## src/source/bus_defs_pkg.sv

```systemverilog
`default_nettype none

package bus_defs_pkg;

   // bus widths
   localparam int word_width = 32;
   localparam int addr_width = 32;

   typedef logic [word_width-1:0] word_t;
   typedef logic [addr_width-1:0] addr_t;

   // data memory, 4k words
   localparam int mem_addr_size = 12;

   typedef logic [mem_addr_size-1:0] mem_idx_t;

   // one bit per 4k region of the low 64k
   typedef logic [15:0] cs_t;

   // value of addr[15:12] for each peripheral
   // regions 0 to 3 all map onto the memory
   localparam logic [3:0] region_timer    = 4'd12;
   localparam logic [3:0] region_portj    = 4'd13;
   localparam logic [3:0] region_porti    = 4'd14;
   localparam logic [3:0] region_portabcd = 4'd15;

endpackage

`default_nettype wire

```

## src/source/periph_defs_pkg.sv

```systemverilog
`default_nettype none

package periph_defs_pkg;

   // output bank
   localparam int port_count = 4;

   typedef logic [$clog2(port_count)-1:0] port_sel_t;

   // timer register map, word offsets
   typedef logic [1:0] tmr_reg_t;

   localparam tmr_reg_t tmr_reg_ctrl = 2'd0;
   localparam tmr_reg_t tmr_reg_arr  = 2'd1;
   localparam tmr_reg_t tmr_reg_ctr  = 2'd2;
   localparam tmr_reg_t tmr_reg_stat = 2'd3;

   // control register bits
   localparam int ctrl_en_bit     = 0;
   localparam int ctrl_irq_en_bit = 1;

   // flops between an async input and its first use
   localparam int sync_stages = 2;

endpackage

`default_nettype wire

```

## src/source/gpio_in_port.sv

```systemverilog
`timescale 1ns/100ps
`default_nettype none

module gpio_in_port (
   input  wire                      clk,
   input  wire                      rst_n,
   input  wire bus_defs_pkg::word_t io_in,
   output bus_defs_pkg::word_t      rdata
);

   import bus_defs_pkg::*;
   import periph_defs_pkg::*;

   word_t sync_q [sync_stages];

   always_ff @(posedge clk or negedge rst_n) begin
      if (!rst_n) begin
         for (int i = 0; i < sync_stages; i++) begin
            sync_q[i] <= '0;
         end
      end else begin
         sync_q[0] <= io_in;
         for (int i = 1; i < sync_stages; i++) begin
            sync_q[i] <= sync_q[i-1];
         end
      end
   end

   assign rdata = sync_q[sync_stages-1];

endmodule

`default_nettype wire

```

## config.mk

```make
export PLATFORM = sky130hd
export DESIGN_NAME = gpio_in_port
export DESIGN_NICKNAME = d
export VERILOG_FILES = /design/src/source/bus_defs_pkg.sv /design/src/source/periph_defs_pkg.sv /design/src/source/gpio_in_port.sv
export SDC_FILE = /design/constraint.sdc
export NUM_CORES = 1
export LEC_CHECK = 0
export BUFFER_PORTS_ARGS = -buffer_cell sky130_fd_sc_hd__buf_4
export CAP_MARGIN = 20
export CORE_UTILIZATION = 44
export DETAILED_ROUTE_END_ITERATION = 6
export PLACE_DENSITY = 0.76
export SYNTH_ARGS = -nofsm -noshare
export SYNTH_HDL_FRONTEND = slang
export SYNTH_SLANG_ARGS = --single-unit
export TNS_END_PERCENT = 10
```

## constraint.sdc

```tcl
create_clock -name clk -period 0.8 [get_ports clk]
set_clock_uncertainty 0.15 [all_clocks]
set_input_delay 0.08 -clock clk [delete_from_list [all_inputs] [get_ports clk]]
set_output_delay 0.08 -clock clk [all_outputs]
set_load 0.03 [all_outputs]
```

Word-level counts from Yosys, hierarchy flattened
Index checks and enable logic that the tools add are counted.
{"block": "totals", "regBits": 64, "out_inout_bits": 32, "word_cells": 2}

Depth between registers and ports, before layout
{"block": "depth", "depth_word": 0, "mapped_depth": 1, "mapped_depth_nobuf": 0}

Worst setup path before layout
Ideal clock, no wire load.
{"block": "synth_path", "kind": "reg2out", "start": "reg sync_q (netlist bit rdata[0])", "end": "out rdata[0]", "t_arrival_ns": 0.493, "path_slack_ns": 0.077, "path_stages_with_launch": 2, "cell_sequence": "dfrtp_1 > buf_4"}
{"item": "start: declaration", "line_no": "gpio_in_port.sv:14", "text": "word_t sync_q [sync_stages];"}
{"item": "start signal: indexed assignment", "line_no": "gpio_in_port.sv:24", "text": "sync_q[i] <= sync_q[i-1];"}
{"item": "end: declaration", "line_no": "gpio_in_port.sv:8", "text": "output bus_defs_pkg::word_t rdata"}
No word-level cell between the ends.

Worst setup path in the final report
{"block": "layout_path", "start": "reg sync_q (netlist bit rdata[27])", "end": "out rdata[27]"}
No word-level cell between the ends.

==> impl_metrics.ini <==
[worst_setup_path]
slowest_stage = dfrtp_1
path_buf_inv = 1
cp-end-kind = primary output
path_depth = 1
crit_family = flip-flops
cp_cell_sequence = buf_6
startpoint_type = flop
cpPeakStageDelay_ns = 0.40
worstPathArrival_ns = 0.87
reg2reg_depth = 0
cp_max_fo = 1
crit_type = reg -> out
crit_required_ns = 0.57

[synthesis]
synth_fp_nets = 130
synth_top_cell_area_share_pct = 87.0
ys_ff_latch = 64
synth_seq_area_share_pct = 87.0
synthDistinctLibCells = 2
syn_avg_cell_area_sq_um = 19.2
netlist_instances = 96
synth_area_leaders = dfrtp_1 (87%), buf_4 (13%)
yosys_warnings = 0
synthesis.area_sq_um = 1840
yosys.area.top_type = dfrtp_1

[flow_run]
drv_cap = 0

[clocking]
cts_buffers = 9
postCtsSetupBuffers = 0
htree_levels = 3
hold_buffers = 33
cts.clk_slew.worst_paths_ns = 0.06
cts_tree = done
cts_buffer_depth = 2
clk_latency_ns = 0.32
cts_root_buf = clkbuf_8
clock-sinks = 64

[routing]
wl_per_cell_um = 15.9
highest_layer = met4
wl_met1_mm = 1.22
drt_iter0_drc = 17
drt_first_pass_iters = 4
postRouteAntennaNets = 0
wl_met2_mm = 2.08
drc = 0
via_per_inst = 4.06
vias = 937
dr_wl_met3_um = 310
wl_mm = 3.67

[die]
io_pins = 66
coreArea_sq_um = 4000
die_x_um = 66.7
dieArea_sq_um = 4450
start_util_pct = 46.0
std_cell_rows = 23
die_y_um = 66.7

[timing]
hold_ws_ns = -0.00297
fmax_mhz = 911
worst_pin_slew_ns = 0.145
hold_viol = 3
finalCritPeriodShare_pct = 137
fin_crit_ns = 1.10
slew_viol_final = 0
rsz0062_at_grt = yes
setup_viol = 32
relSlewSlack_pct = 90.4
setup_ws_ns = -0.298

[power]
ir_worst_vdd_uv = 1510
p_leak_nw = 1.38
p_per_area_nw_per_um2 = 2530
p_total_mw = 7.31

[place]
gp_congestion = 0.644
portBuffers = 65
dpl.hpwl_mm = 1.82
dp_slack_ns = 0.0453

[global_routing]
grt_use_total_pct = 19.1
grt_max_degree = 23
grt_pass1_wl_mm = 5.59
grt_overflow = 0
grt_pass1_vias = 1151
antenna_found_initial = 0

[finish]
drive_gt1_share_pct = 45.3
final_nets = 210
multi_input_area_sq_um = 0
syn_to_final_growth_pct = 57.2
multi_input_cells = 0
n_antenna_cell = 0

[outcome]
status = finished with violations
violations = negative hold slack, negative setup slack

[worst_hold_path]
min_path_type = in -> async
repair_timing:
item | in CTS | in global routing
setup endpoints to repair | 32 | 32
endpoints found under the hold margin | 96 | 3
gates resized for setup | 32 | 0
cell usage in the layout (no fill, tap or decap), drive strengths merged:
| master | instances |
|---|---|
| dlygate4sd3 | 33 |
| buf | 68 |
| bufinv | 2 |
| dfrtp | 64 |
| clkbuf | 14 |
path summary, 6_finish.rpt:
path	from	end	slack, ns
max in group asynchronous	rst_n	rdata[7]	0.17
min reg2reg	sync_q[45]	rdata[13]	0.20
max	rdata[27]	rdata[27]	-0.30
min in group clk	sync_q[45]	rdata[13]	0.20
max reg2reg	sync_q[49]	rdata[17]	0.15
min	rst_n	sync_q[46]	-0.003
routing by layer:
| metal | global-route usage (%) | vias to the layer above |
|---|---|---|
| met5 | 0 | - |
| met4 | 10.4 | 0 |
| met3 | 8.90 | 8 |
| met2 | 31.6 | 51 |
| met1 | 20.0 | 459 |
| li1 | - | 419 |
cells by family (layout without fill, tap and decap cells):
kind of cell | Yosys count | in the layout | share of synthesized area [%]
DFF | 64 | 64 | 87.0
buffers and inverters | 32 | 117 | 13.0
area by class of cell:
type / count / area (sq um)
flip-flops and latches: 64 / 1600
fillers: 232 / 1100
clock buffers: 14 / 173
repair buffers: 101 / 998
well taps: 50 / 62.6
clock inverters: 2 / 60.1
where the power goes:
group	switching [mW]	internal, mW	total (mW)	leakage, nW
Combinational	0.330	0.389	0.719	0.518
Sequential	0.0669	3.40	3.47	0.746
Clock	1.11	2.01	3.13	0.117
synth_stat cells:
cell type	count
buf_4	32
dfrtp_1	64
state kept, by name, summed over array words and instances (netlist names):
name and cells:
rdata 32, sync_q 32
metrics by stage:
stage	cells	utilization (%)	hold slack [ns]	setup TNS, ns	area (sq um)
final	231	72.4	-0.00297	-8.56	2900
after global routing	231	72.4	-0.00881	-9.54	2900
after CTS	231	72.4	-0.0495	-9.02	2900
after detailed placement	182	55.3	-0.239	0	2210
after global placement	182	55.3	-0.242	0	2210
after floorplan	96	-	-0.366	0	1840
Note: power is estimated with default switching activity, not from simulation.
