--- src/source/bus_defs_pkg.sv ---
`default_nettype none

package bus_defs_pkg;

   // bus widths
   localparam int word_width = 32;
   localparam int addr_width = 32;

   typedef logic [word_width-1:0] word_t;
   typedef logic [addr_width-1:0] addr_t;

   // data memory, 4k words
   localparam int mem_addr_size = 12;

   typedef logic [mem_addr_size-1:0] mem_idx_t;

   // one bit per 4k region of the low 64k
   typedef logic [15:0] cs_t;

   // value of addr[15:12] for each peripheral
   // regions 0 to 3 all map onto the memory
   localparam logic [3:0] region_timer    = 4'd12;
   localparam logic [3:0] region_portj    = 4'd13;
   localparam logic [3:0] region_porti    = 4'd14;
   localparam logic [3:0] region_portabcd = 4'd15;

endpackage

`default_nettype wire

--- src/source/periph_defs_pkg.sv ---
`default_nettype none

package periph_defs_pkg;

   // output bank
   localparam int port_count = 4;

   typedef logic [$clog2(port_count)-1:0] port_sel_t;

   // timer register map, word offsets
   typedef logic [1:0] tmr_reg_t;

   localparam tmr_reg_t tmr_reg_ctrl = 2'd0;
   localparam tmr_reg_t tmr_reg_arr  = 2'd1;
   localparam tmr_reg_t tmr_reg_ctr  = 2'd2;
   localparam tmr_reg_t tmr_reg_stat = 2'd3;

   // control register bits
   localparam int ctrl_en_bit     = 0;
   localparam int ctrl_irq_en_bit = 1;

   // flops between an async input and its first use
   localparam int sync_stages = 2;

endpackage

`default_nettype wire

--- src/source/gpio_out_bank.sv ---
`timescale 1ns/100ps
`default_nettype none

module gpio_out_bank (
   input  wire                            clk,
   input  wire                            rst_n,
   input  wire                            cs,
   input  wire                            wen,
   input  wire periph_defs_pkg::port_sel_t port_sel,
   input  wire bus_defs_pkg::word_t       wdata,
   output bus_defs_pkg::word_t            rdata,
   output bus_defs_pkg::word_t            porta,
   output bus_defs_pkg::word_t            portb,
   output bus_defs_pkg::word_t            portc,
   output bus_defs_pkg::word_t            portd
);

   import bus_defs_pkg::*;
   import periph_defs_pkg::*;

   word_t port_q [port_count];

   always_ff @(posedge clk or negedge rst_n) begin
      if (!rst_n) begin
         for (int i = 0; i < port_count; i++) begin
            port_q[i] <= '0;
         end
      end else if (cs && wen) begin
         port_q[port_sel] <= wdata;
      end
   end

   // readback of the selected port
   assign rdata = port_q[port_sel];

   assign porta = port_q[0];
   assign portb = port_q[1];
   assign portc = port_q[2];
   assign portd = port_q[3];

endmodule

`default_nettype wire

--- config.mk ---
export PLATFORM = sky130hd
export DESIGN_NAME = gpio_out_bank
export DESIGN_NICKNAME = d
export VERILOG_FILES = /design/src/source/bus_defs_pkg.sv /design/src/source/periph_defs_pkg.sv /design/src/source/gpio_out_bank.sv
export SDC_FILE = /design/constraint.sdc
export NUM_CORES = 1
export LEC_CHECK = 0
export CORE_MARGIN = 2
export CORE_UTILIZATION = 36
export DETAILED_ROUTE_END_ITERATION = 16
export DONT_BUFFER_PORTS = 1
export HOLD_SLACK_MARGIN = 0.1
export SYNTH_ARGS = -nofsm -noshare
export SYNTH_HDL_FRONTEND = slang
export SYNTH_SLANG_ARGS = --single-unit
--- constraint.sdc ---
create_clock -name clk -period 2 [get_ports clk]
set_input_delay 0.1 -clock clk [delete_from_list [all_inputs] [get_ports clk]]
set_output_delay 0.1 -clock clk [all_outputs]
set_load 0.01 [all_outputs]
### Word-level counts from Yosys, hierarchy flattened

Cells that the tools add are included.

* bits in registers: 128
* input bits: 38
* word-level logic and storage cells: 15

* magnitude comparators: 2
* multiplexer cells: 6
* bitwise gates (word level): 1
* reductions and logical operators: 2

Operator list (number)
* $bwmux 128: 1
* $mux 32: 3
* $bmux 32 s2: 1
* $demux 32 s2: 1
* $ge 3x3->1 const B: 1
* $lt 3x1->1 const B: 1
* $not 2->3: 1
* $logic_and 1x1->1: 2

### Depth between registers and ports, before layout

* word-level depth: 6
* gate-level depth with buffers: 5
* gate-level depth less buffers: 2

### Worst setup path before layout

OpenSTA, ideal clock, no wires.

* kind: input to register
* from: in port_sel[1]
* to: reg port_q, in the netlist porta[0]
* arrival time: 1.091 ns
* required time: 1.875 ns
* path slack: 0.784 ns
* cell stages on the path: 5
* path buffers: 3
* cell sequence: buf_4 and4bb_1 buf_6 buf_8 mux2_4

* word-level cells in the longest chain between the ends: 6
* elaborated cells on any way between the ends: 7
* those cells by class: order compare: 2; mux: 3; bitwise: 1; reduce/logical: 1

Ends and longest elaborated chain
* start, declared: RTL line gpio_out_bank.sv:9 `input wire periph_defs_pkg::port_sel_t port_sel,`
* $not 2->3 (not written as such) (*): RTL line gpio_out_bank.sv:29 `port_q[port_sel] <= wdata;`
* $ge 3x3->1 (not written as such) / $lt 3x1->1 (equally long branches): RTL line gpio_out_bank.sv:29
* $logic_and 1x1->1 (not written as such): RTL line gpio_out_bank.sv:29
* $mux 32 (not written as such): RTL line gpio_out_bank.sv:29
* $demux 32 s2 (*): RTL line gpio_out_bank.sv:29
* $bwmux 128 (*): RTL line gpio_out_bank.sv:29
* end signal, assigned by index: RTL line gpio_out_bank.sv:29
* end, declared: RTL line gpio_out_bank.sv:21 `word_t port_q [port_count];`

Mark *: on every way between the ends. The rest lies on a longest branch, timed or not.
A chain may end at the register's enable or synchronous reset.

### Worst setup path after layout

* from: reg port_q, in the netlist porta[21]
* to: out rdata[21]

* word-level cells in the longest chain between the ends: 3

Ends and longest elaborated chain
* $bmux 32 s2: RTL line gpio_out_bank.sv:34 `assign rdata = port_q[port_sel];`
* $mux 32 (not written as such) (2 in series): RTL line gpio_out_bank.sv:34
* end, declared: RTL line gpio_out_bank.sv:11 `output bus_defs_pkg::word_t rdata,`

No other way between the ends. The select of a mux whose other input is x is not followed.

==> summary.md <==
| Metric | Value |
|---|---|
| CTS tree | `built` |
| Max_cap viols | `0` |
| Final Max Slew Viols | `0` |
| Sink Count | `128` |
| Leading post-synthesis cells by instance count | `dfrtp_1 (128), mux2_2 (84), mux4_2 (32), mux2_4 (30), mux2_1 (14)` |
| Post-route minimum period | `1510 ps` |
| 1st-iter DRT viols | `69` |
| Count leader, synth | `dfrtp_1` |
| Flop pwr share | `0.487` |
| Port Buf Inserts | `0` |
| Critical path capture point type | `primary output` |
| Worst EP required | `1900 ps` |
| DRC | `0` |
| CTS Buf Count | `17` |
| Seq/Total Area, Yosys | `0.562` |
| Status | `finished, violations left` |
| Drt pass-1 iters | `4` |
| Top-area cell type share of the netlist area | `0.562` |
| Async set-reset flop share out of synthesis | `1.00` |
| Combinational Power Share | `0.141` |
| Fin. Hold Viols | `128` |
| Maximum clock insertion buffer count | `2` |
| Pwr dens | `1220 nW/um^2` |
| Switching Share | `0.280` |
| Clock root cell | `clkbuf_16` |
| Post-Syn Area | `5700 um^2` |
| Nets | `384` |
| Final setup fails | `0` |
| Final setup TNS | `0 ps` |
| Crit path launch type | `flop` |
| Cell taking the most area after synthesis | `dfrtp_1` |
| Leak | `2.86 nW` |
| Die height | `130 um` |
| Unrepaired setup endpoints after global routing | `no` |
| Post-DP HPWL | `7.85 mm` |
| Synth warn | `0` |
| Number of synthesized flops with an enable pin | `0` |
| Fmax | `0.660 GHz` |
| Max transition margin | `0.510` |
| Util after Layout | `0.442` |
| Initial antenna violation count | `0` |
| Hold slack final | `-616 ps` |
| Slowest cell delay on critical path | `550 ps` |
| Worst-path maximum fanout | `3` |
| Initial core utilization | `0.372` |
| Routed Antenna Nets | `0` |
| Clock Power Share | `0.372` |
| Wire length per cell | `21.9 um` |
| # diodes | `0` |
| Post-synthesis instance total | `313` |
| Most used DFF post-synth | `dfrtp_1` |
| Resize count post-CTS | `0` |
| Critical path class | `flop to primary output` |
| Total wire length | `12.5 mm` |
| PnR Total Power | `0.00822 W` |
| Top cells by area, synth | `dfrtp_1 (56%), mux2_2 (17%), mux4_2 (13%)` |
| Share of layout cells above drive strength 1 | `0.510` |
| Maximum VDD drop | `515 uV` |
| GRT Overall Usage | `0.152` |
| Sw Pwr | `0.00230 W` |
| Core Region | `15300 um^2` |
| Period utilization | `0.757` |
| Worst slew pin tran | `735 ps` |
| Gr ovfl total | `0` |
| CTS H-tree lvls | `4` |
| Die area | `16900 um^2` |
| CP Cell Sequence | `mux4_2` |
| Worst clock skew | `0 ps` |
| Largest net degree at the start of global routing | `129` |
| Vias in the first global route | `3351` |
| Seq cells post-synth | `128` |
| Distinct cell type count after synthesis | `13` |
| Top delay family on crit path | `multiplexers` |
| Worst path slowest cell | `mux4_2` |
| FP Rows | `45` |
| CTS clk-pin slew, worst paths | `60 ps` |
| Die Wd | `130 um` |
| Internal | `0.00592 W` |
| Worst path buffer plus inverter count | `0` |
| Net Count, Synth | `351` |
| Layout area overhead | `18.7%` |
| Failing checks | `hold timing` |
| Vias | `2998` |
| First-pass GRT wire length | `19.2 mm` |
| Ports | `198` |
| Clk_lat worst skew | `410 ps` |
| Vias per Instance | `5.26` |
| Hold Path Class | `input pin to async pin` |
| Syn Area/Cell | `18.2 um^2` |
| Hold-fix buffers, CTS | `32` |
| Worst EP arrival | `1410 ps` |
| Gp weighted congestion | `0.685` |
[flip-flops by register name, indices dropped and copies added (netlist names)]
| register | flops |
|---|---|
| porta | 32 |
| portb | 32 |
| portc | 32 |
| portd | 32 |
[cells by family (layout without fill, tap and decap cells)]
group	after synthesis	after routing	share of synthesized area
buffers and inverters	21	67	0.0263
flip-flops	128	128	0.562
multiplexers	160	160	0.399
AND/OR/NAND/NOR	4	4	0.0127
[metal layers]
metal  wire (um)  track usage
met2        6170        0.245
met4         178       0.0512
met3         984       0.0611
met5           0            0
met1        5170        0.188
[cells in the final DEF, fill, tap and decap left out]
master	synthesis	final
dfrtp_1	128	128
mux2_2	84	84
mux4_2	32	32
dlygate4sd3_1	0	32
mux2_4	30	30
clkbuf_16	0	17
mux2_1	14	14
clkbuf_8	0	4
clkinv_2	0	3
clkinvlp_4	0	3
nand4b_4	2	2
clkbuf_1	3	2
bufinv_16	0	2
buf_4	5	2
and4bb_2	0	1
nand4_2	1	1
clkinv_4	0	1
buf_12	0	1
[worst paths after layout]
| kind | startpoint | endpoint | slack, ps | cells after the start |
|---|---|---|---|---|
| setup / recovery | porta[21] | rdata[21] | 490 | 1 |
| hold / removal | rst_n | porta[2] | -620 | 0 |
| setup reg to reg | portb[26] | portb[26] | 1140 | 1 |
| hold reg to reg | portb[30] | portb[30] | 590 | 1 |
| max in group asynchronous | rst_n | portd[18] | 2440 | 0 |
| min in group clk | cs | portd[19] | 220 | 3 |
[power by group through the flow]
stage,registers [W],logic (W),clock network (W)
floorplan,0.00384,0.00103,0
CTS,0.00401,0.00118,0.00314
global route,0.00409,0.00125,0.00329
detailed placement,0.00406,0.00110,0
finish,0.00400,0.00116,0.00306
global placement,0.00404,0.00107,0
[metrics by stage]
step	cell area [um^2]	hold slack (ps)	std cells	setup WS, ps
global route	6760	-646	570	436
detailed placement	5850	-193	506	537
floorplan	5700	-196	313	784
CTS	6760	-634	570	441
finish	6760	-616	570	486
global placement	5850	-193	506	533
[cell type report]
class,count,area (um^2)
Tap cell,211,264
Clock inverter,9,106
Multi-Input combinational cell,164,2350
Fill cell,1404,8550
Clock buffer,23,488
Sequential cell,128,3200
Timing Repair Buffer,35,355
[repair_timing]
action | 4_1_cts | 5_1_grt
setup endpoints to repair | 0 | 0
endpoints found under the hold margin | 256 | 128
buffers inserted | 0 | 0
No activity file was read; power rests on OpenSTA's default activity.
