==> src/source/bus_defs_pkg.sv <==
`default_nettype none

package bus_defs_pkg;

   // bus widths
   localparam int word_width = 32;
   localparam int addr_width = 32;

   typedef logic [word_width-1:0] word_t;
   typedef logic [addr_width-1:0] addr_t;

   // data memory, 4k words
   localparam int mem_addr_size = 12;

   typedef logic [mem_addr_size-1:0] mem_idx_t;

   // one bit per 4k region of the low 64k
   typedef logic [15:0] cs_t;

   // value of addr[15:12] for each peripheral
   // regions 0 to 3 all map onto the memory
   localparam logic [3:0] region_timer    = 4'd12;
   localparam logic [3:0] region_portj    = 4'd13;
   localparam logic [3:0] region_porti    = 4'd14;
   localparam logic [3:0] region_portabcd = 4'd15;

endpackage

`default_nettype wire

==> src/source/addr_decode.sv <==
`timescale 1ns/100ps
`default_nettype none

module addr_decode (
   input  wire bus_defs_pkg::addr_t bus_addr,
   input  wire bus_defs_pkg::word_t mem_rdata,
   input  wire bus_defs_pkg::word_t timer_rdata,
   input  wire bus_defs_pkg::word_t porti_rdata,
   input  wire bus_defs_pkg::word_t portj_rdata,
   input  wire bus_defs_pkg::word_t outs_rdata,
   output logic                     cs_mem,
   output logic                     cs_timer,
   output logic                     cs_porti,
   output logic                     cs_portj,
   output logic                     cs_outs,
   output bus_defs_pkg::word_t      bus_rdata
);

   import bus_defs_pkg::*;

   logic low_64k;
   cs_t  region_cs;

   assign low_64k = (bus_addr[31:16] == '0);

   // one-hot on addr[15:12], empty above 64k
   always_comb begin
      region_cs = '0;
      region_cs[bus_addr[15:12]] = low_64k;
   end

   assign cs_mem   = |region_cs[3:0];
   assign cs_timer = region_cs[region_timer];
   assign cs_portj = region_cs[region_portj];
   assign cs_porti = region_cs[region_porti];
   assign cs_outs  = region_cs[region_portabcd];

   // memory answers anything no peripheral claims
   always_comb begin
      if (cs_timer) begin
         bus_rdata = timer_rdata;
      end else if (cs_portj) begin
         bus_rdata = portj_rdata;
      end else if (cs_porti) begin
         bus_rdata = porti_rdata;
      end else if (cs_outs) begin
         bus_rdata = outs_rdata;
      end else begin
         bus_rdata = mem_rdata;
      end
   end

endmodule

`default_nettype wire

==> config.mk <==
export PLATFORM = sky130hd
export DESIGN_NAME = addr_decode
export DESIGN_NICKNAME = d
export VERILOG_FILES = /design/src/source/bus_defs_pkg.sv /design/src/source/addr_decode.sv
export SDC_FILE = /design/constraint.sdc
export NUM_CORES = 1
export LEC_CHECK = 0
export CAP_MARGIN = 30
export CORE_AREA = 2 2 89 91
export DETAILED_ROUTE_END_ITERATION = 10
export DIE_AREA = 0 0 91 93
export DONT_BUFFER_PORTS = 1
export SLEW_MARGIN = 20
export SYNTH_ARGS = -nofsm -noshare
export SYNTH_HDL_FRONTEND = slang
export SYNTH_SLANG_ARGS = --single-unit
export TNS_END_PERCENT = 10
==> constraint.sdc <==
create_clock -name vclk -period 4.6
set_input_delay 0.92 -clock vclk [all_inputs]
set_output_delay 0.92 -clock vclk [all_outputs]
set_load 0.01 [all_outputs]
* After elaboration in Yosys (flattened, before gate mapping)
Index checks and enable logic that the tools add are counted.
** Cells by class
- $lt $le $gt $ge :: 2
- Reduce and logical (&&, ||, !) cells :: 3
- Multiplexer cells :: 6
- Bitwise gates (word level) :: 1
** Operators with widths (number)
- $mux W32 :: 4
- $and A16 B16 Y16 :: 1
- $logic_not A16 Y1 :: 1
- $lt A4 B5 Y1 const B :: 1
- $demux W1 S4 :: 1
- $ge A4 B1 Y1 const B :: 1
- $reduce_or A4 Y1 :: 1
- $logic_and A1 B1 Y1 :: 1
- $mux W1 :: 1
** Word-level totals
- Output and inout bits :: 37
- Word-level logic and storage cells :: 12
- Register bits :: 0

* Longest topological paths before layout
Gate-level depths: netlist of run 1.
- Word-level depth :: 9
- Depth in mapped cells :: 6
- Gate-level depth less buffers :: 4

* Least setup slack after synthesis of run 1
OpenSTA, ideal clock, no wires.
- Kind :: in2out
- Start point :: in bus_addr[17]
- End point :: out bus_rdata[24]
- Data arrival time :: 2.351 ns
- Required time :: 3.680 ns
- Slack :: 1.329 ns
- Buffers on the path :: 2
- Stages on the path :: 6
- Cell sequence :: nor4_2 -> nand4_2 -> or2_1 -> buf_6 -> buf_6 -> a221o_1
** Between the ends
- Word-level cells in the longest chain between the ends :: 6
** RTL lines
- start: declaration :: RTL line addr_decode.sv:5 : input wire bus_defs_pkg::addr_t bus_addr,
- $logic_not A16 Y1 (*) :: RTL line addr_decode.sv:24 : assign low_64k = (bus_addr[31:16] == '0);
- $and A16 B16 Y16 (no source line) (*)
- $mux W32 :: RTL line addr_decode.sv:46 : end else if (cs_outs) begin
- $mux W32 :: RTL line addr_decode.sv:44 : end else if (cs_porti) begin
- $mux W32 :: RTL line addr_decode.sv:42 : end else if (cs_portj) begin
- $mux W32 (*) :: RTL line addr_decode.sv:40 : if (cs_timer) begin
- end: declaration :: RTL line addr_decode.sv:16 : output bus_defs_pkg::word_t bus_rdata
Every way passes the cells marked *; elsewhere a longest branch is shown, timed or not.

* Worst setup path after layout of run 1
- Start point :: in bus_addr[13]
- End point :: out bus_rdata[24]
** Between the ends
- Word-level cells in the longest chain between the ends :: 9
- Elaborated cells on any way between the ends :: 10
- Classes of those cells :: order compare: 2; mux: 6; bitwise: 1; reduce/logical: 1
** RTL lines
- $lt A4 B5 Y1 (implied by the code) / $ge A4 B1 Y1 (equally long branches) :: RTL line addr_decode.sv:29 : region_cs[bus_addr[15:12]] = low_64k;
- $logic_and A1 B1 Y1 (implied by the code) :: RTL line addr_decode.sv:29
- $mux W1 (implied by the code) :: RTL line addr_decode.sv:29
- $demux W1 S4 (*) :: RTL line addr_decode.sv:29
- $and A16 B16 Y16 (no source line) (*)
- $mux W32 :: RTL line addr_decode.sv:46
- $mux W32 :: RTL line addr_decode.sv:44
- $mux W32 :: RTL line addr_decode.sv:42
- $mux W32 (*) :: RTL line addr_decode.sv:40
Marked as above.

==> results.cfg, run 1 <==
[global_routing]
antenna_found_initial = 0
grt_use_total_pct = 12.5
grt_pass1_vias = 1618
grt_start_max_net_pins = 71
grt_first_pass_wirelength_mm = 8.65
grt_overflow_total = 0

[synth]
synth.yosys.seq_area_share_pct = 0
yosysMostFrequentCell = nor2_1
yosysTopAreaCellShare_pct = 23.7
synth_cell_types = 18
syn_avg_cell_area_um2 = 6.60
netlist_area_mm2 = 0.00135
syn_inst = 205
yosysWarningCount = 0
synth_common_cells = 33 x nor2_1, 32 x a221o_1, 32 x a22oi_1, 32 x nand2b_1, 32 x nor4_1
yosys.area.top_type = a221o_1
synthesis.nets = 397
synth.area.top_cells = a221o_1 24%, a22oi_1 18%, nand2b_1 15%

[placed_design]
placed_area_mm2 = 0.00144
gp_congestion = 0.802
dp_hpwl_mm = 4.91
port_buffers = 0
pre_cts_ws_ns = 1.09

[sta]
tns_ns = 0
drv_slew = 0
period_needed_ns = 3.56
slew-limit-headroom_pct = 46.0
max_freq_mhz = 281
rsz0062_at_grt = false
hold_violations = 0
fin_ws_ns = 1.04
layout_worst_path_cycle_share_pct = 77.3
worst_slew_pin_slew_ns = 0.806
setup_viol = 0

[layout]
final_nets = 382
final-seq-area_um2 = 0
fin_area_mm2 = 0.00144
design.seq.count = 0
final_util_pct = 19.1
final.clkbuf_count = 0
fillers = 853
drive_gt1_share_pct = 9.57
antenna-diode-count = 0
syn2layout_area_growth_pct = 6.28

[worst_setup_path]
cp_slowest_cell = nor2b_2
path_cells = nor2b_2 -> buf_4 -> a22oi_1 -> nor4_1 -> a221o_1
cp_max_fo = 70
cp_top_family = simple AND/OR/NAND/NOR gates
crit_path_end_kind = output pin
cp_num_buf_inv = 1
criticalPathCategory = in2out
critPathArrivalTime_ns = 2.64
start_kind = primary input
cp.required_ns = 3.68
max_stage_delay_ns = 0.66

[drt]
ant_nets = 0
routedWlPerCell_um = 22.0
drc = 0
dr.pass1.iters = 4
drtIter0Drc = 177
finalWirelength_mm = 6.38
num_vias = 1821
viasPerCell = 6.28

[hold_path]
hold_path.class = in2out
holdPathEnd = cs_mem
hold-path-cell-count = 1
hold_start = bus_addr[15]

[power]
comb_power_share_pct = 100.0
internal_power_w = 0.0000375
total_power_w = 0.0000788
clkPwrFrac_pct = 0
p_per_area_mw_per_mm2 = 54.8
cellLeakagePower_nw = 0.436
switchingPower_w = 0.0000413
pwr-share-seq_pct = 0
p_sw_share_pct = 52.4
ir_worst_vdd_mv = 0.0136

[clock_network]
cts_setup_buffers = 0
cts_resized = 0
postCtsHoldBufs = 0

[floorplan]
die_h_um = 93
io_pins = 229
die_width_um = 91
die_area_mm2 = 0.00846
core_mm2 = 0.00753
start_util_pct = 18.0
row_count = 32

[flow_run]
max-cap-violations = 0

[run_status]
outcome = complete, no violations
## cells in the final DEF (no fill, tap or decap), drive strengths merged
cell type,netlist,final
a221o,32,32
a22oi,32,32
and3,1,1
buf,7,11
nand2,1,1
nand2b,32,32
nand3,2,2
nand4,1,1
nor2,33,33
nor2b,1,1
nor3,2,2
nor3b,2,2
nor4,37,37
or2,1,1
## power groups by stage
stage	Clock, W	Sequential [W]	Combinational (W)
final	0	0	0.0000788
after global routing	0	0	0.0000861
after CTS	0	0	0.0000792
after detailed placement	0	0	0.0000789
after global placement	0	0	0.0000776
after floorplan	0	0	0.0000764
## worst max path at each step
stage	startpoint	end	cells past startpoint
2_1_floorplan	bus_addr[17]	bus_rdata[24]	6
3_3_place_gp	bus_addr[13]	bus_rdata[24]	5
3_5_place_dp	bus_addr[13]	bus_rdata[19]	5
4_1_cts	bus_addr[13]	bus_rdata[19]	5
5_1_grt	bus_addr[13]	bus_rdata[24]	5
6_report	bus_addr[13]	bus_rdata[24]	5
## cell families after synthesis
group,after synthesis,share of synthesized area [%]
AO/OA/AOI/OAI,64,41.4
AND/OR/NAND/NOR,113,48.5
buffers and inverters,28,10.1
## layout make-up
class	count	area [µm²]	share of cell area, %
well taps	102	128	8.87
repair buffers	11	82.6	5.74
multi-input cells	177	1230	85.4
## per-layer routing
layer	track usage, %	wire length [µm]
met3	1.05	586
met2	24.9	3350
met5	0	0
met4	0.126	6
met1	15.4	2430
## metrics by stage
stage          hold WS, ns  instances
2_1_floorplan         1.89        205
6_report              1.89        290
3_5_place_dp          1.90        290
5_1_grt               1.90        290
3_3_place_gp          1.90        290
4_1_cts               1.90        290
(Power assumes the default switching activity.)
==> inputs of run 2 (changes only) <==
- clock period: 4.6 -> 3.1 ns (I/O delays scaled with it)
==> run 2 against run 1 <==
  * Non-clock buffer count up 5
  * Combinational power up 52%
  * Highest routed layer unchanged
  * Sequential cell count unchanged
  * Design area up 2.6%
  * Largest cell class unchanged
  * Critical path type unchanged
  * Die area unchanged
  * Utilization up 0.50 points
  * First-iteration DRC count down 29%
  * Count of clock-buffer cells in the layout unchanged
  * Hold slack worse by 0.50 ns
  * Critical path depth up 1
==> results.cfg, run 2 (synthesized netlist as in run 1, its figures left out) <==
[run_status]
outcome = complete, no violations

[drt]
drc = 0
dr.pass1.iters = 4
ant_nets = 0
num_vias = 1826
finalWirelength_mm = 6.32
viasPerCell = 6.19
drtIter0Drc = 125
routedWlPerCell_um = 21.4

[sta]
tns_ns = 0
slew-limit-headroom_pct = 72.8
layout_worst_path_cycle_share_pct = 88.4
max_freq_mhz = 365
setup_viol = 0
hold_violations = 0
rsz0062_at_grt = false
worst_slew_pin_slew_ns = 0.404
period_needed_ns = 2.74
drv_slew = 0

[power]
total_power_w = 0.000120
p_per_area_mw_per_mm2 = 81.1
cellLeakagePower_nw = 0.461
ir_worst_vdd_mv = 0.0172

[placed_design]
port_buffers = 0
dp_hpwl_mm = 4.88
gp_congestion = 0.803

[layout]
final-seq-area_um2 = 0
mostFrequentLayoutCell = nor2_1
fillers = 852
final_util_pct = 19.6
final_nets = 387
final.clkbuf_count = 0
syn2layout_area_growth_pct = 9.06
layout_common_cells = 33 x nor2_1, 32 x nand2b_1, 32 x a22oi_1, 32 x nor4_1, 32 x a221o_1
drive_gt1_share_pct = 11.9
antenna-diode-count = 0
design.seq.count = 0

[global_routing]
grt_start_max_net_pins = 71
grt_overflow_total = 0
grt_use_total_pct = 12.5
antenna_found_initial = 0
grt_first_pass_wirelength_mm = 8.65
grt_pass1_vias = 1592

[clock_network]
postCtsHoldBufs = 0
cts_setup_buffers = 0
cts_resized = 0

[worst_setup_path]
cp_top_family = simple AND/OR/NAND/NOR gates
critPathArrivalTime_ns = 2.12
cp_max_fo = 34
cp_slowest_cell = nor4_1
max_stage_delay_ns = 0.46
criticalPathCategory = in2out
critical-path-top-cell-by-count = buf_4
path_cells = nor4_2 -> buf_4 -> nand4_2 -> buf_4 -> nor4_1 -> a221o_1
cp.required_ns = 2.48
crit_path_end_kind = output pin
start_kind = primary input
cp_num_buf_inv = 2

[floorplan]
row_count = 32
core_mm2 = 0.00753
io_pins = 229
die_h_um = 93
start_util_pct = 18.0
die_area_mm2 = 0.00846
die_width_um = 91

[hold_path]
hold_path.class = in2out

[flow_run]
max-cap-violations = 0
==> run 2: report_power, final <==
part / internal [W] / total [W] / switching [W]
sequential: 0 / 0 / 0
combinational: 0.0000578 / 0.000120 / 0.0000619
clock: 0 / 0 / 0
total: 0.0000578 / 0.000120 / 0.0000619
==> run 2: final cells by class <==
| type | instances | area [µm²] | area share [%] |
|---|---|---|---|
| multi-input combinational | 177 | 1230 | 83.2 |
| tap | 102 | 128 | 8.64 |
| timing repair buffer | 16 | 120 | 8.14 |
==> run 2: layer usage <==
| layer | part of all wire [%] | wire length [µm] | vias to the layer above | global-route usage, % |
|---|---|---|---|---|
| met5 | 0 | 0 | - | 0 |
| met3 | 11 | 664 | 10 | 1.93 |
| met2 | 49 | 3110 | 158 | 22.4 |
| met1 | 39 | 2450 | 845 | 15.9 |
| met4 | 1.5 | 93 | 0 | 2.15 |
| li1 | - | - | 813 | - |
==> run 2: final timing paths <==
kind,from,endpoint,cells after the start
setup / recovery,bus_addr[23],bus_rdata[9],6
hold / removal,bus_addr[12],cs_outs,1
==> run 2: metrics by stage <==
| step | worst slack, ns | cells | cell area [µm²] | hold WS, ns |
|---|---|---|---|---|
| after floorplan | 0.429 | 205 | 1350 | 1.29 |
| after global placement | 0.329 | 295 | 1480 | 1.40 |
| after detailed placement | 0.370 | 295 | 1480 | 1.40 |
| after CTS | 0.356 | 295 | 1480 | 1.40 |
| after global routing | 0.226 | 295 | 1480 | 1.40 |
| final | 0.360 | 295 | 1480 | 1.40 |
