<file path="src/source/bus_defs_pkg.sv">
`default_nettype none

package bus_defs_pkg;

   // bus widths
   localparam int word_width = 32;
   localparam int addr_width = 32;

   typedef logic [word_width-1:0] word_t;
   typedef logic [addr_width-1:0] addr_t;

   // data memory, 4k words
   localparam int mem_addr_size = 12;

   typedef logic [mem_addr_size-1:0] mem_idx_t;

   // one bit per 4k region of the low 64k
   typedef logic [15:0] cs_t;

   // value of addr[15:12] for each peripheral
   // regions 0 to 3 all map onto the memory
   localparam logic [3:0] region_timer    = 4'd12;
   localparam logic [3:0] region_portj    = 4'd13;
   localparam logic [3:0] region_porti    = 4'd14;
   localparam logic [3:0] region_portabcd = 4'd15;

endpackage

`default_nettype wire

</file>
<file path="src/source/periph_defs_pkg.sv">
`default_nettype none

package periph_defs_pkg;

   // output bank
   localparam int port_count = 4;

   typedef logic [$clog2(port_count)-1:0] port_sel_t;

   // timer register map, word offsets
   typedef logic [1:0] tmr_reg_t;

   localparam tmr_reg_t tmr_reg_ctrl = 2'd0;
   localparam tmr_reg_t tmr_reg_arr  = 2'd1;
   localparam tmr_reg_t tmr_reg_ctr  = 2'd2;
   localparam tmr_reg_t tmr_reg_stat = 2'd3;

   // control register bits
   localparam int ctrl_en_bit     = 0;
   localparam int ctrl_irq_en_bit = 1;

   // flops between an async input and its first use
   localparam int sync_stages = 2;

endpackage

`default_nettype wire

</file>
<file path="src/source/interval_timer.sv">
`timescale 1ns/100ps
`default_nettype none

module interval_timer (
   input  wire                          clk,
   input  wire                          rst_n,
   input  wire                          io_clk,
   input  wire                          cs,
   input  wire                          wen,
   input  wire periph_defs_pkg::tmr_reg_t reg_sel,
   input  wire bus_defs_pkg::word_t     wdata,
   output bus_defs_pkg::word_t          rdata,
   output bus_defs_pkg::word_t          tmr,
   output bus_defs_pkg::word_t          ctr,
   output bus_defs_pkg::word_t          arr,
   output logic                         ar_reached,
   output logic                         irq
);

   import bus_defs_pkg::*;
   import periph_defs_pkg::*;

   // sync flops followed by the edge flop
   logic [sync_stages:0] io_sync;
   logic                 tick;
   logic                 ctrl_en;
   logic                 ctrl_irq_en;
   logic                 wr_ctrl;
   logic                 wr_arr;
   logic                 wr_ctr;
   logic                 wr_stat;
   logic                 wrap;

   always_ff @(posedge clk or negedge rst_n) begin
      if (!rst_n) begin
         io_sync <= '0;
      end else begin
         io_sync <= {io_sync[sync_stages-1:0], io_clk};
      end
   end

   // rising edge of the io clock
   assign tick = io_sync[sync_stages-1] & ~io_sync[sync_stages];

   assign wr_ctrl = cs & wen & (reg_sel == tmr_reg_ctrl);
   assign wr_arr  = cs & wen & (reg_sel == tmr_reg_arr);
   assign wr_ctr  = cs & wen & (reg_sel == tmr_reg_ctr);
   assign wr_stat = cs & wen & (reg_sel == tmr_reg_stat);

   // a bus load of ctr wins over counting
   assign wrap = tick & ctrl_en & (ctr == arr) & ~wr_ctr;

   always_ff @(posedge clk or negedge rst_n) begin
      if (!rst_n) begin
         tmr         <= '0;
         ctrl_en     <= 1'b0;
         ctrl_irq_en <= 1'b0;
         arr         <= '0;
      end else begin
         if (tick) begin
            tmr <= tmr + word_t'(1);
         end
         if (wr_ctrl) begin
            ctrl_en     <= wdata[ctrl_en_bit];
            ctrl_irq_en <= wdata[ctrl_irq_en_bit];
         end
         if (wr_arr) begin
            arr <= wdata;
         end
      end
   end

   always_ff @(posedge clk or negedge rst_n) begin
      if (!rst_n) begin
         ctr        <= '0;
         ar_reached <= 1'b0;
      end else begin
         if (wr_ctr) begin
            ctr <= wdata;
         end else if (wrap) begin
            ctr <= '0;
         end else if (tick && ctrl_en) begin
            ctr <= ctr + word_t'(1);
         end
         // sticky, a wrap beats a clear
         if (wrap) begin
            ar_reached <= 1'b1;
         end else if (wr_stat) begin
            ar_reached <= 1'b0;
         end
      end
   end

   assign irq = ar_reached & ctrl_irq_en;

   always_comb begin
      rdata = '0;
      case (reg_sel)
         tmr_reg_ctrl: begin
            rdata[ctrl_en_bit]     = ctrl_en;
            rdata[ctrl_irq_en_bit] = ctrl_irq_en;
         end
         tmr_reg_arr:  rdata = arr;
         tmr_reg_ctr:  rdata = ctr;
         tmr_reg_stat: rdata[0] = ar_reached;
      endcase
   end

endmodule

`default_nettype wire

</file>
<file path="config.mk">
export PLATFORM = sky130hd
export DESIGN_NAME = interval_timer
export DESIGN_NICKNAME = d
export VERILOG_FILES = /design/src/source/bus_defs_pkg.sv /design/src/source/periph_defs_pkg.sv /design/src/source/interval_timer.sv
export SDC_FILE = /design/constraint.sdc
export NUM_CORES = 1
export LEC_CHECK = 0
export CAP_MARGIN = 20
export CELL_PAD_IN_SITES_DETAIL_PLACEMENT = 1
export CELL_PAD_IN_SITES_GLOBAL_PLACEMENT = 2
export CORE_MARGIN = 2
export CORE_UTILIZATION = 29
export CTS_CLUSTER_DIAMETER = 200
export DETAILED_ROUTE_END_ITERATION = 10
export DONT_BUFFER_PORTS = 1
export PLACE_DENSITY = 0.74
export SETUP_SLACK_MARGIN = 0.2
export SYNTH_ARGS = -nofsm -noshare
export SYNTH_HDL_FRONTEND = slang
export SYNTH_SLANG_ARGS = --single-unit
</file>
<file path="constraint.sdc">
create_clock -name clk -period 3.8 [get_ports clk]
set_input_delay 0.76 -clock clk [delete_from_list [all_inputs] [get_ports clk]]
set_output_delay 0.76 -clock clk [all_outputs]
set_load 0.005 [all_outputs]
</file>
After elaboration in Yosys (flattened, before gate mapping) --
Index checks and enable logic that the tools add are counted.
Operators by class: $add $sub $neg 2, equality and inequality tests 4, muxes and demuxes 8, bitwise gates (word level) 12, reductions and logical operators 4
Operators with widths (count):
- 32-bit 2-to-1 mux | 3
- 32-bit by 1-bit adder with 32-bit output, second input constant | 2
- 30-bit case mux with 2 select lines | 1
- 32-bit == test | 1
- 1-bit AND | 10
- 2-bit == test, second input constant | 2
- 1-bit case mux with 4 select lines | 1
- 1-bit case mux with 3 select lines | 1
- 3-bit nonzero test | 1
- 2-bit by 1-bit == test with 1-bit output, second input constant | 1
- 2-bit logical NOT | 1
- 1-bit 2-to-1 mux | 2
- 1-bit NOT | 2
- 2-bit nonzero test | 1
- 1-bit logical AND | 1
Word-level totals: register bits 102, input bits 39, output and inout port bits 130, word-level logic and storage cells 37

Depth between registers and ports, before layout --
Gate-level depths: netlist (run 1).
depth after elaboration 7, gate-level depth with buffers 12, depth with buffers taken out 9

Worst setup path after synthesis (run 1) --
No wires, ideal clock.
path kind input to register, start input reg_sel[0], end register ctr[22], library setup time 137 ps, arrival time 2658 ps, required time 3663 ps, setup slack 1005 ps, cell stages on the path 12, buffers on the path 3, cell sequence inv_1 ha_1 buf_2 and3_1 buf_2 nor4_2 nand3_1 nor4_4 buf_2 a21oi_1 o211ai_1 o311ai_1
On the way: longest elaborated chain between the ends 6, elaborated cells between the ends (all ways) 7, those cells by class eq/ne (1); mux (2); bitwise (3); reduce/logical (1)
Ends and longest elaborated chain:
- from (decl) | line interval_timer.sv:10 | input wire periph_defs_pkg::tmr_reg_t reg_sel,
- 2-bit == test * | line interval_timer.sv:47 | assign wr_ctr = cs & wen & (reg_sel == tmr_reg_ctr);
- 1-bit AND * | line interval_timer.sv:47
- 1-bit NOT | line interval_timer.sv:51 | assign wrap = tick & ctrl_en & (ctr == arr) & ~wr_ctr;
- 1-bit AND | line interval_timer.sv:51
- 32-bit 2-to-1 mux | line interval_timer.sv:80 | end else if (wrap) begin
- 32-bit 2-to-1 mux | line interval_timer.sv:78 | if (wr_ctr) begin
- to (signal assigned) | line interval_timer.sv:79 | ctr <= wdata;
- to (signal assigned) | line interval_timer.sv:83 | ctr <= ctr + word_t'(1);
- to (decl) | line interval_timer.sv:14 | output bus_defs_pkg::word_t ctr,
Mark *: on every way between the ends. The rest lies on a longest branch, timed or not. A chain may end at the register's enable or synchronous reset.

Final worst setup path (run 1) --
start input reg_sel[1], end output rdata[21]
On the way: longest elaborated chain between the ends 2, elaborated cells between the ends (all ways) 3, those cells by class eq/ne (2); mux (1)
Ends and longest elaborated chain:
- 2-bit == test or 2-bit by 1-bit == test with 1-bit output (tied branches) | line interval_timer.sv:98 | case (reg_sel)
- 30-bit case mux with 2 select lines * | line interval_timer.sv:98
- to (decl) | line interval_timer.sv:12 | output bus_defs_pkg::word_t rdata,
Marks and branches as above.

==> impl_metrics.env, run 1 <==
export IMPL_drc=0
export IMPL_rows=51
export IMPL_place_ws_ps=746.4
export IMPL_synth_top_cells_by_count="102 x dfrtp_1, 48 x nor2_1, 41 x xor2_1"
export IMPL_initial_core_util=0.2965
export IMPL_grt_start_max_net_pins=103
export IMPL_wl_um=19540
export IMPL_status="complete, no violations"
export IMPL_instances_no_fill=853
export IMPL_routabilityCongestion=0.7805
export IMPL_synth_flop_cell="dfrtp_1"
export IMPL_setup_tns_ps=0
export IMPL_synth_most_common_cell="dfrtp_1"
export IMPL_antenna_found_initial=0
export IMPL_cap_violations=0
export IMPL_dr_pass1_iters=4
export IMPL_cp_slowest_stage_delay_ps=700
export IMPL_synth_edf_count=0
export IMPL_finalCritPeriodShare=0.7576
export IMPL_coreArea_sq_mm=0.01953
export IMPL_wl_per_cell_um=22.91
export IMPL_cp_slowest_cell="ha_1"
export IMPL_dieArea_sq_mm=0.02111
export IMPL_worst_setup_path_type="input port to output port"
export IMPL_clk_pin_slew_ps=70
export IMPL_fillers=2267
export IMPL_synth_seq_area_share=0.4409
export IMPL_p_total_mw=3.198
export IMPL_drv_slew=0
export IMPL_arrival_ps=2120
export IMPL_die_w_um=145.3
export IMPL_critPathLaunchType="input port"
export IMPL_fin_ws_ps=921.1
export IMPL_required_ps=3040
export IMPL_numPortBuffers=0
export IMPL_antenna_cells=0
export IMPL_fin_skew_ps=6.737
export IMPL_tightest_slew_ps=922.0
export IMPL_slew_headroom=0.3830
export IMPL_critPathMaxFanout=17
export IMPL_cts_tree="built"
export IMPL_cts_made_buffers=9
export IMPL_placed_cells=837
export IMPL_synth_nets=648
export IMPL_period_needed_ps=2879
export IMPL_track_usage=0.1855
export IMPL_grt_pass1_vias=4984
export IMPL_synth_top_area_frac=0.4409
export IMPL_cp_num_buf_inv=2
export IMPL_clk_latency_ps=360
export IMPL_clk_path_buf_depth=2
export IMPL_drtIter0Drc=209
export IMPL_syn_to_final_growth_pct=9.747
export IMPL_synthTopCellsByArea="dfrtp_1 44%, mux2_2 6.8%, xor2_1 6.2%, a22oi_1 3.9%, nor2b_1 3.9%"
export IMPL_async_reset_ff_frac=1.000
export IMPL_path_cells="inv_1 > ha_1 > buf_12 > a22oi_1 > nor2b_1"
export IMPL_overflow=0
export IMPL_io_pins=169
export IMPL_fmax_mhz=347.4
export IMPL_cts_sink_count=102
export IMPL_power_density_mw_per_mm2=503.4
export IMPL_grt_pass1_wl_um=30600
export IMPL_netlist_area_sq_mm=0.005789
export IMPL_synth_avg_cell_area_sq_um=9.617
export IMPL_fin_nets=629
export IMPL_num_vias=4662
export IMPL_ant_nets=0
export IMPL_synth_cell_types=49
export IMPL_synth_top_area_cell="dfrtp_1"
export IMPL_hold_viol=0
export IMPL_fp_dieH_um=145.3
export IMPL_dp_hpwl_um=14330
export IMPL_vias_per_cell=5.465
export IMPL_critPathCaptureType="output port"
export IMPL_layout_drive_gt1_share=0.1276
export IMPL_h_tree_depth=3
export IMPL_setup_violations=0
export IMPL_cp_top_family="adder cells"
export IMPL_cts_resized=0
export IMPL_ir_drop_uv=206.0
export IMPL_p_leak_nw=2.545
export IMPL_ys_seq_elements=102
export IMPL_postCtsHoldBufs=0
export IMPL_grt_setup_unrepaired="no"
export IMPL_holdCritPathClass="input port to async pin"
export IMPL_ys_warn_count=0
export IMPL_netlist_instances=602
export IMPL_cts_root_buf="clkbuf_16"
export IMPL_post_cts_setup_buffers=0
layout make-up:
| cell class | instances | area [sq um] | area share |
|---|---|---|---|
| clock inverter | 7 | 57.56 | 0.009059 |
| inverter | 11 | 41.29 | 0.006499 |
| timing repair buffer | 15 | 125.1 | 0.01969 |
| multi-input combinational | 444 | 3020 | 0.4754 |
| sequential | 102 | 2552 | 0.4017 |
| clock buffer | 9 | 225.2 | 0.03545 |
| tap | 265 | 331.6 | 0.05219 |
flip-flops by register name, indices dropped and copies added, names as in the netlist:
name and flops:
ctr 32, tmr 32, ctrl_irq_en 1, ctrl_en 1, ar_reached 1, arr 32, io_sync 3
power by group:
part           internal [mW]  switching [mW]  total [mW]
Sequential              1.27           0.393        1.66
Clock                  0.455           0.467       0.922
Combinational          0.293           0.325       0.618
Total                   2.01            1.19        3.20
cell families (layout without fill, tap and decap cells):
family | Yosys count | count (layout) | share of synthesized area
compound gates | 109 | 109 | 0.1262
simple gates | 227 | 227 | 0.2105
buf+inv | 56 | 42 | 0.03912
flops | 102 | 102 | 0.4409
mux | 36 | 36 | 0.06981
fa+ha+maj | 7 | 7 | 0.01513
xor+xnor | 65 | 65 | 0.09833
stage by stage:
stage	utilization	hold slack (ps)	instance area (sq um)
2_1_floorplan	-	331.2	5789
3_3_place_gp	0.3109	340.3	6071
3_5_place_dp	0.3109	350.2	6071
4_1_cts	0.3254	75.05	6354
5_1_grt	0.3254	59.67	6354
6_report	0.3254	88.97	6354
placed cells by master, fill, tap and decap left out, types with 3 or more instances in the layout:
cell type	count
dfrtp_1	102
nor2_1	48
xor2_1	41
nand2_1	38
nor2b_1	36
mux2_2	35
nand3_1	33
a22oi_1	30
a31oi_1	27
xnor2_1	24
o21ai_0	19
buf_4	14
inv_1	11
and3_1	11
or3_1	11
a21oi_1	11
nand4_1	10
clkbuf_16	9
ha_1	7
nor4_1	6
nand3b_1	6
nor3_1	5
and4_1	5
o311ai_1	4
and2_1	3
or4_1	3
o211ai_1	3
metal layers:
metal  GRT usage  vias up  part of all wire
li1            -     2103                 -
met1      0.2323     2380              0.42
met2      0.3092      165              0.48
met3     0.06667       14             0.086
met4     0.03676        0             0.011
met5           0        -                 0
path summary, 6_finish.rpt:
path                                 startpoint                   end  slack, ps  depth (start not counted)
setup / recovery                     reg_sel[1]             rdata[21]        920                          5
setup reg to reg            ctr[29]$_DFFE_PN0P_   ctr[30]$_DFFE_PN0P_       1150                          8
max in group asynchronous                 rst_n   ctr[12]$_DFFE_PN0P_       3560                          0
min in group clk           io_sync[0]$_DFF_PN0_  io_sync[1]$_DFF_PN0_        370                          0
hold / removal                            rst_n  io_sync[1]$_DFF_PN0_         90                          0
hold reg to reg            io_sync[0]$_DFF_PN0_  io_sync[1]$_DFF_PN0_        370                          0
Note: power is estimated with default switching activity, not from simulation.
==> run 2, diff against run 1 <==
--- a/config.mk
+++ b/config.mk
@@ -5,6 +5,7 @@
 export SDC_FILE = /design/constraint.sdc
 export NUM_CORES = 1
 export LEC_CHECK = 0
+export ABC_AREA = 1
 export CAP_MARGIN = 20
 export CELL_PAD_IN_SITES_DETAIL_PLACEMENT = 1
 export CELL_PAD_IN_SITES_GLOBAL_PLACEMENT = 2
@@ -13,7 +14,7 @@
 export CTS_CLUSTER_DIAMETER = 200
 export DETAILED_ROUTE_END_ITERATION = 10
 export DONT_BUFFER_PORTS = 1
-export PLACE_DENSITY = 0.74
+export PLACE_DENSITY = 0.81
 export SETUP_SLACK_MARGIN = 0.2
 export SYNTH_ARGS = -nofsm -noshare
 export SYNTH_HDL_FRONTEND = slang
==> constraint.sdc (replaced) <==
create_clock -name clk -period 2.9 [get_ports clk]
set_input_delay 0.58 -clock clk [delete_from_list [all_inputs] [get_ports clk]]
set_output_delay 0.58 -clock clk [all_outputs]
set_load 0.005 [all_outputs]
==> impl_metrics.env, run 2 <==
export IMPL_num_vias=6719
export IMPL_netlist_instances=1078
export IMPL_rows=57
export IMPL_cp_slowest_stage_delay_ps=390
export IMPL_clk_latency_ps=370
export IMPL_layout_drive_gt1_share=0.06748
export IMPL_worst_setup_path_type="input port to output port"
export IMPL_reg_top3="arr x32, ctr x32, tmr x32"
export IMPL_dr_pass1_iters=5
export IMPL_layout_commonest_cell="nand2_1"
export IMPL_ir_drop_uv=273.5
export IMPL_synth_edf_count=0
export IMPL_synth_top_area_frac=0.3582
export IMPL_power_density_mw_per_mm2=683.5
export IMPL_cts_root_buf="clkbuf_16"
export IMPL_setup_worst_path_start="reg_sel[1]"
export IMPL_tightest_slew_ps=652.4
export IMPL_vias_per_cell=4.830
export IMPL_fin_skew_ps=9.915
export IMPL_grt_start_max_net_pins=103
export IMPL_cp_depth=5
export IMPL_synth_top_area_cell="dfrtp_1"
export IMPL_layout_common_cells="361 x nand2_1, 169 x inv_1, 102 x dfrtp_1"
export IMPL_wl_per_cell_um=18.38
export IMPL_synth_seq_area_share=0.3582
export IMPL_fin_util=0.3204
export IMPL_holdCritPathClass="input port to async pin"
export IMPL_fp_dieH_um=160.8
export IMPL_status="finished, violations left"
export IMPL_setup_tns_ps=0
export IMPL_fillers=3105
export IMPL_dieArea_sq_mm=0.02584
export IMPL_cp_top_family="buffers and inverters"
export IMPL_drv_slew=0
export IMPL_drc=0
export IMPL_timing_hold_ws_ps=-90.10
export IMPL_r2r_setup_slack_ps=730
export IMPL_cap_violations=0
export IMPL_antenna_cells=0
export IMPL_grt_pass1_vias=6925
export IMPL_synth_most_common_cell="nand2_1"
export IMPL_track_usage=0.2007
export IMPL_synth_flop_cell="dfrtp_1"
export IMPL_final_design_area_no_fill_sq_mm=0.007770
export IMPL_grt_pass1_wl_um=40200
export IMPL_cts_resized=0
export IMPL_drtIter0Drc=355
export IMPL_cp_slowest_cell="buf_4"
export IMPL_synth_top_cells_by_count="362 x nand2_1, 169 x inv_1, 102 x dfrtp_1"
export IMPL_critPathCaptureType="output port"
export IMPL_ys_warn_count=0
export IMPL_synthTopCellsByArea="dfrtp_1 36%, nand2_1 19%, inv_1 8.9%, nor2_1 5.0%, nand3_1 3.7%"
export IMPL_violations="hold timing"
export IMPL_ys_seq_elements=102
export IMPL_ant_nets=0
export IMPL_setup_violations=0
export IMPL_finalCritPeriodShare=0.7550
export IMPL_critPathMaxFanout=33
export IMPL_h_tree_depth=3
export IMPL_antenna_found_initial=0
export IMPL_cts_sink_count=102
export IMPL_clk_path_buf_depth=2
export IMPL_reg2reg_to="ctr[16]$_DFFE_PN0P_"
export IMPL_hold_viol=102
export IMPL_instances_no_fill=1391
export IMPL_endpoint="rdata[31]"
export IMPL_synth_avg_cell_area_sq_um=6.610
export IMPL_required_ps=2320
export IMPL_syn_to_final_growth_pct=9.043
export IMPL_critPathLaunchType="input port"
export IMPL_grt_setup_unrepaired="no"
export IMPL_initial_core_util=0.2939
export IMPL_synth_cell_types=34
export IMPL_synth_nets=1124
export IMPL_routabilityCongestion=0.9387
export IMPL_die_w_um=160.8
export IMPL_arrival_ps=1610
export IMPL_period_needed_ps=2189
export IMPL_cp_num_buf_inv=2
export IMPL_rr_worst_depth=9
export IMPL_slew_headroom=0.5640
export IMPL_post_cts_setup_buffers=0
export IMPL_netlist_area_sq_mm=0.007126
export IMPL_dp_hpwl_um=20130
export IMPL_cts_tree="built"
export IMPL_fmax_mhz=456.8
export IMPL_overflow=0
export IMPL_placed_cells=1375
export IMPL_regToRegStartpoint="io_sync[1]$_DFF_PN0_"
export IMPL_wl_um=25570
export IMPL_numPortBuffers=0
export IMPL_io_pins=169
export IMPL_async_reset_ff_frac=1.000
export IMPL_fin_nets=1108
export IMPL_clk_pin_slew_ps=80
export IMPL_cts_made_buffers=9
export IMPL_p_leak_nw=3.694
export IMPL_path_cells="inv_1 > ha_1 > buf_4 > nand2_1 > a21oi_1"
export IMPL_coreArea_sq_mm=0.02425
export IMPL_placed_cell_area_sq_mm=0.007457
[run 2: worst min path at each step]
stage          startpoint                     end  slack [ps]  depth (start not counted)
3_3_place_gp        rst_n      tmr[5]$_DFFE_PN0N_         290                          0
2_1_floorplan       rst_n  ar_reached$_DFFE_PN0P_         280                          0
3_5_place_dp        rst_n      tmr[6]$_DFFE_PN0N_         290                          0
4_1_cts             rst_n     tmr[10]$_DFFE_PN0N_        -110                          0
6_report            rst_n     tmr[19]$_DFFE_PN0N_         -90                          0
5_1_grt             rst_n     tmr[11]$_DFFE_PN0N_        -110                          0
[run 2: cell type report]
cell class | count | area [sq um] | area share
multi-input cells | 764 | 3739 | 0.4812
flip-flops and latches | 102 | 2552 | 0.3285
inverters | 174 | 653.1 | 0.08406
well taps | 324 | 405.4 | 0.05217
clock buffers | 9 | 225.2 | 0.02899
repair buffers | 11 | 107.6 | 0.01385
clock inverters | 7 | 87.58 | 0.01127
[run 2: power breakdown]
part           switching (mW)  internal, mW
combinational            1.04         0.585
sequential              0.667          1.70
clock                   0.627         0.692
total                    2.34          2.97
[run 2: layer usage]
layer	track usage	routed length, um	vias up
met1	0.2483	11180	3266
met2	0.3611	12820	154
met3	0.04442	1314	13
met5	0	0	-
li1	-	-	3286
met4	0.03693	260	0
[run 2: kinds of logic after synthesis]
group | after synthesis | synth area share
simple gates | 580 | 0.3503
buf+inv | 212 | 0.1182
compound gates | 119 | 0.08973
flops | 102 | 0.3582
xor+xnor | 58 | 0.07129
fa+ha+maj | 7 | 0.01229
[run 2: metrics by stage]
stage                     total power, mW  setup WS (ps)
after floorplan                     3.401          869.4
after global placement              3.986          709.6
after CTS                           5.377          664.2
final                               5.311          710.6
after global routing                5.720          501.4
after detailed placement            4.035          681.6
==> run 3, diff against run 2 <==
==> constraint.sdc (replaced) <==
create_clock -name clk -period 2.2 [get_ports clk]
set_input_delay 0.44 -clock clk [delete_from_list [all_inputs] [get_ports clk]]
set_output_delay 0.44 -clock clk [all_outputs]
set_load 0.005 [all_outputs]
==> impl_metrics.env, run 3 (same netlist as run 2, synthesis figures left out) <==
export IMPL_fmax_mhz=515.7
export IMPL_ir_drop_uv=328.0
export IMPL_setup_violations=0
export IMPL_period_needed_ps=1939
export IMPL_status="finished, violations left"
export IMPL_dr_pass1_iters=4
export IMPL_tightest_slew_ps=442.8
export IMPL_layout_drive_gt1_share=0.09954
export IMPL_wl_met1_um=11070
export IMPL_routabilityCongestion=0.9291
export IMPL_io_pins=169
export IMPL_setup_tns_ps=0
export IMPL_drv_slew=0
export IMPL_dp_hpwl_um=20780
export IMPL_dr_max_layer_used="met4"
export IMPL_fp_dieH_um=160.8
export IMPL_drtIter0Drc=376
export IMPL_initial_core_util=0.2939
export IMPL_die_w_um=160.8
export IMPL_hold_viol=102
export IMPL_power_density_mw_per_mm2=916.2
export IMPL_num_vias=6858
export IMPL_cap_violations=0
export IMPL_required_ps=2450
export IMPL_dieArea_sq_mm=0.02584
export IMPL_wl_per_cell_um=18.36
export IMPL_arrival_ps=2190
export IMPL_grt_pass1_wl_um=41060
export IMPL_critPathCaptureType="flop"
export IMPL_cts_tree="built"
export IMPL_layout_commonest_cell="nand2_1"
export IMPL_met2WireLength_um=12990
export IMPL_drc=0
export IMPL_placed_cell_area_sq_mm=0.007655
export IMPL_worst_setup_path_type="flop to flop"
export IMPL_grt_start_max_net_pins=103
export IMPL_clk_pin_slew_ps=70
export IMPL_met3_length_um=1494
export IMPL_critPathMaxFanout=17
export IMPL_cts_root_buf="clkbuf_16"
export IMPL_overflow=0
export IMPL_h_tree_depth=3
export IMPL_p_total_mw=7.359
export IMPL_placed_cells=1403
export IMPL_coreArea_sq_mm=0.02425
export IMPL_ant_nets=0
export IMPL_clk_path_buf_depth=2
export IMPL_clk_latency_ps=360
export IMPL_instances_no_fill=1419
export IMPL_vias_per_cell=4.833
export IMPL_antenna_cells=0
export IMPL_grt_pass1_vias=7254
export IMPL_grt_setup_unrepaired="yes"
export IMPL_fin_skew_ps=8.980
export IMPL_antenna_found_initial=0
export IMPL_syn_to_final_growth_pct=12.73
export IMPL_rows=57
export IMPL_violations="hold timing"
export IMPL_slew_headroom=0.7027
export IMPL_final_design_area_no_fill_sq_mm=0.008033
export IMPL_reg_top3="arr x32, ctr x32, tmr x32"
export IMPL_layout_common_cells="361 x nand2_1, 169 x inv_1, 98 x dfrtp_1"
export IMPL_wl_um=26050
export IMPL_cts_sink_count=102
export IMPL_critPathLaunchType="flop"
export IMPL_p_leak_nw=3.845
export IMPL_numPortBuffers=0
export IMPL_holdCritPathClass="input port to async pin"
export IMPL_cts_made_buffers=9
export IMPL_finalCritPeriodShare=0.8814
export IMPL_timing_hold_ws_ps=-223.4
export IMPL_track_usage=0.2039
export IMPL_fin_nets=1136
## run 3: changes by cell type in the layout (fill, tap and decap cells not counted), moves of 3 or more
cell / delta
buf_4: +29
dfrtp_1: -4
dfrtp_2: +4
nor2_1: -3
## run 3: area by class of cell
cell class / count / area (sq um)
Clock buffer: 9 / 225.2
Clock inverter: 7 / 120.1
Fill cell: 3101 / 16220
Inverter: 174 / 653.1
Multi-Input combinational cell: 764 / 3766
Sequential cell: 102 / 2557
Tap cell: 324 / 405.4
Timing Repair Buffer: 39 / 305.3
## run 3: power breakdown
group | internal (mW) | leakage, nW | switching (mW)
clock network | 1.12 | 0.166 | 0.789
logic | 0.897 | 2.37 | 1.55
registers | 2.24 | 1.31 | 0.756
## run 3: path summary, 6_finish.rpt
kind	to	slack, ps	startpoint	cells past startpoint
worst max-delay path	ctr[22]$_DFFE_PN0P_	260	ctr[11]$_DFFE_PN0P_	9
worst min-delay path	tmr[23]$_DFFE_PN0N_	-220	rst_n	0
worst max register to register	ctr[22]$_DFFE_PN0P_	260	ctr[11]$_DFFE_PN0P_	9
worst min register to register	io_sync[1]$_DFF_PN0_	360	io_sync[0]$_DFF_PN0_	0
max in group asynchronous	ctr[20]$_DFFE_PN0P_	2260	rst_n	0
min in group clk	io_sync[0]$_DFF_PN0_	100	io_clk	0
## run 3: critical path: stages, from the launching register on
cell and delay [ps]:
dfrtp_1 500, xnor2_1 400, nand2_1 100, nor2_1 160
nand2_1 100, nor2_4 120, nand3_4 70, buf_4 220
nand3_1 100, nand2_1 50
## run 3: timing repair
action / in CTS / in global routing
setup endpoints to repair: 0 / 30
setup buffers: 0 / 0
gates resized for setup: 0 / 10
endpoints found under the hold margin: 102 / 102
## run 3: routing by layer
layer  global-route usage  up-vias
met5                    0        -
met4              0.04992        0
met3              0.04571       28
met2               0.3660      173
met1               0.2476     3325
li1                     -     3332
## run 3: stage by stage
| stage | setup WS, ps | utilization |
|---|---|---|
| 6_report | 261.0 | 0.3313 |
| 5_1_grt | 153.8 | 0.3313 |
| 4_1_cts | 215.3 | 0.3299 |
| 3_5_place_dp | 274.9 | 0.3157 |
| 3_3_place_gp | 229.6 | 0.3157 |
| 2_1_floorplan | 449.4 | - |
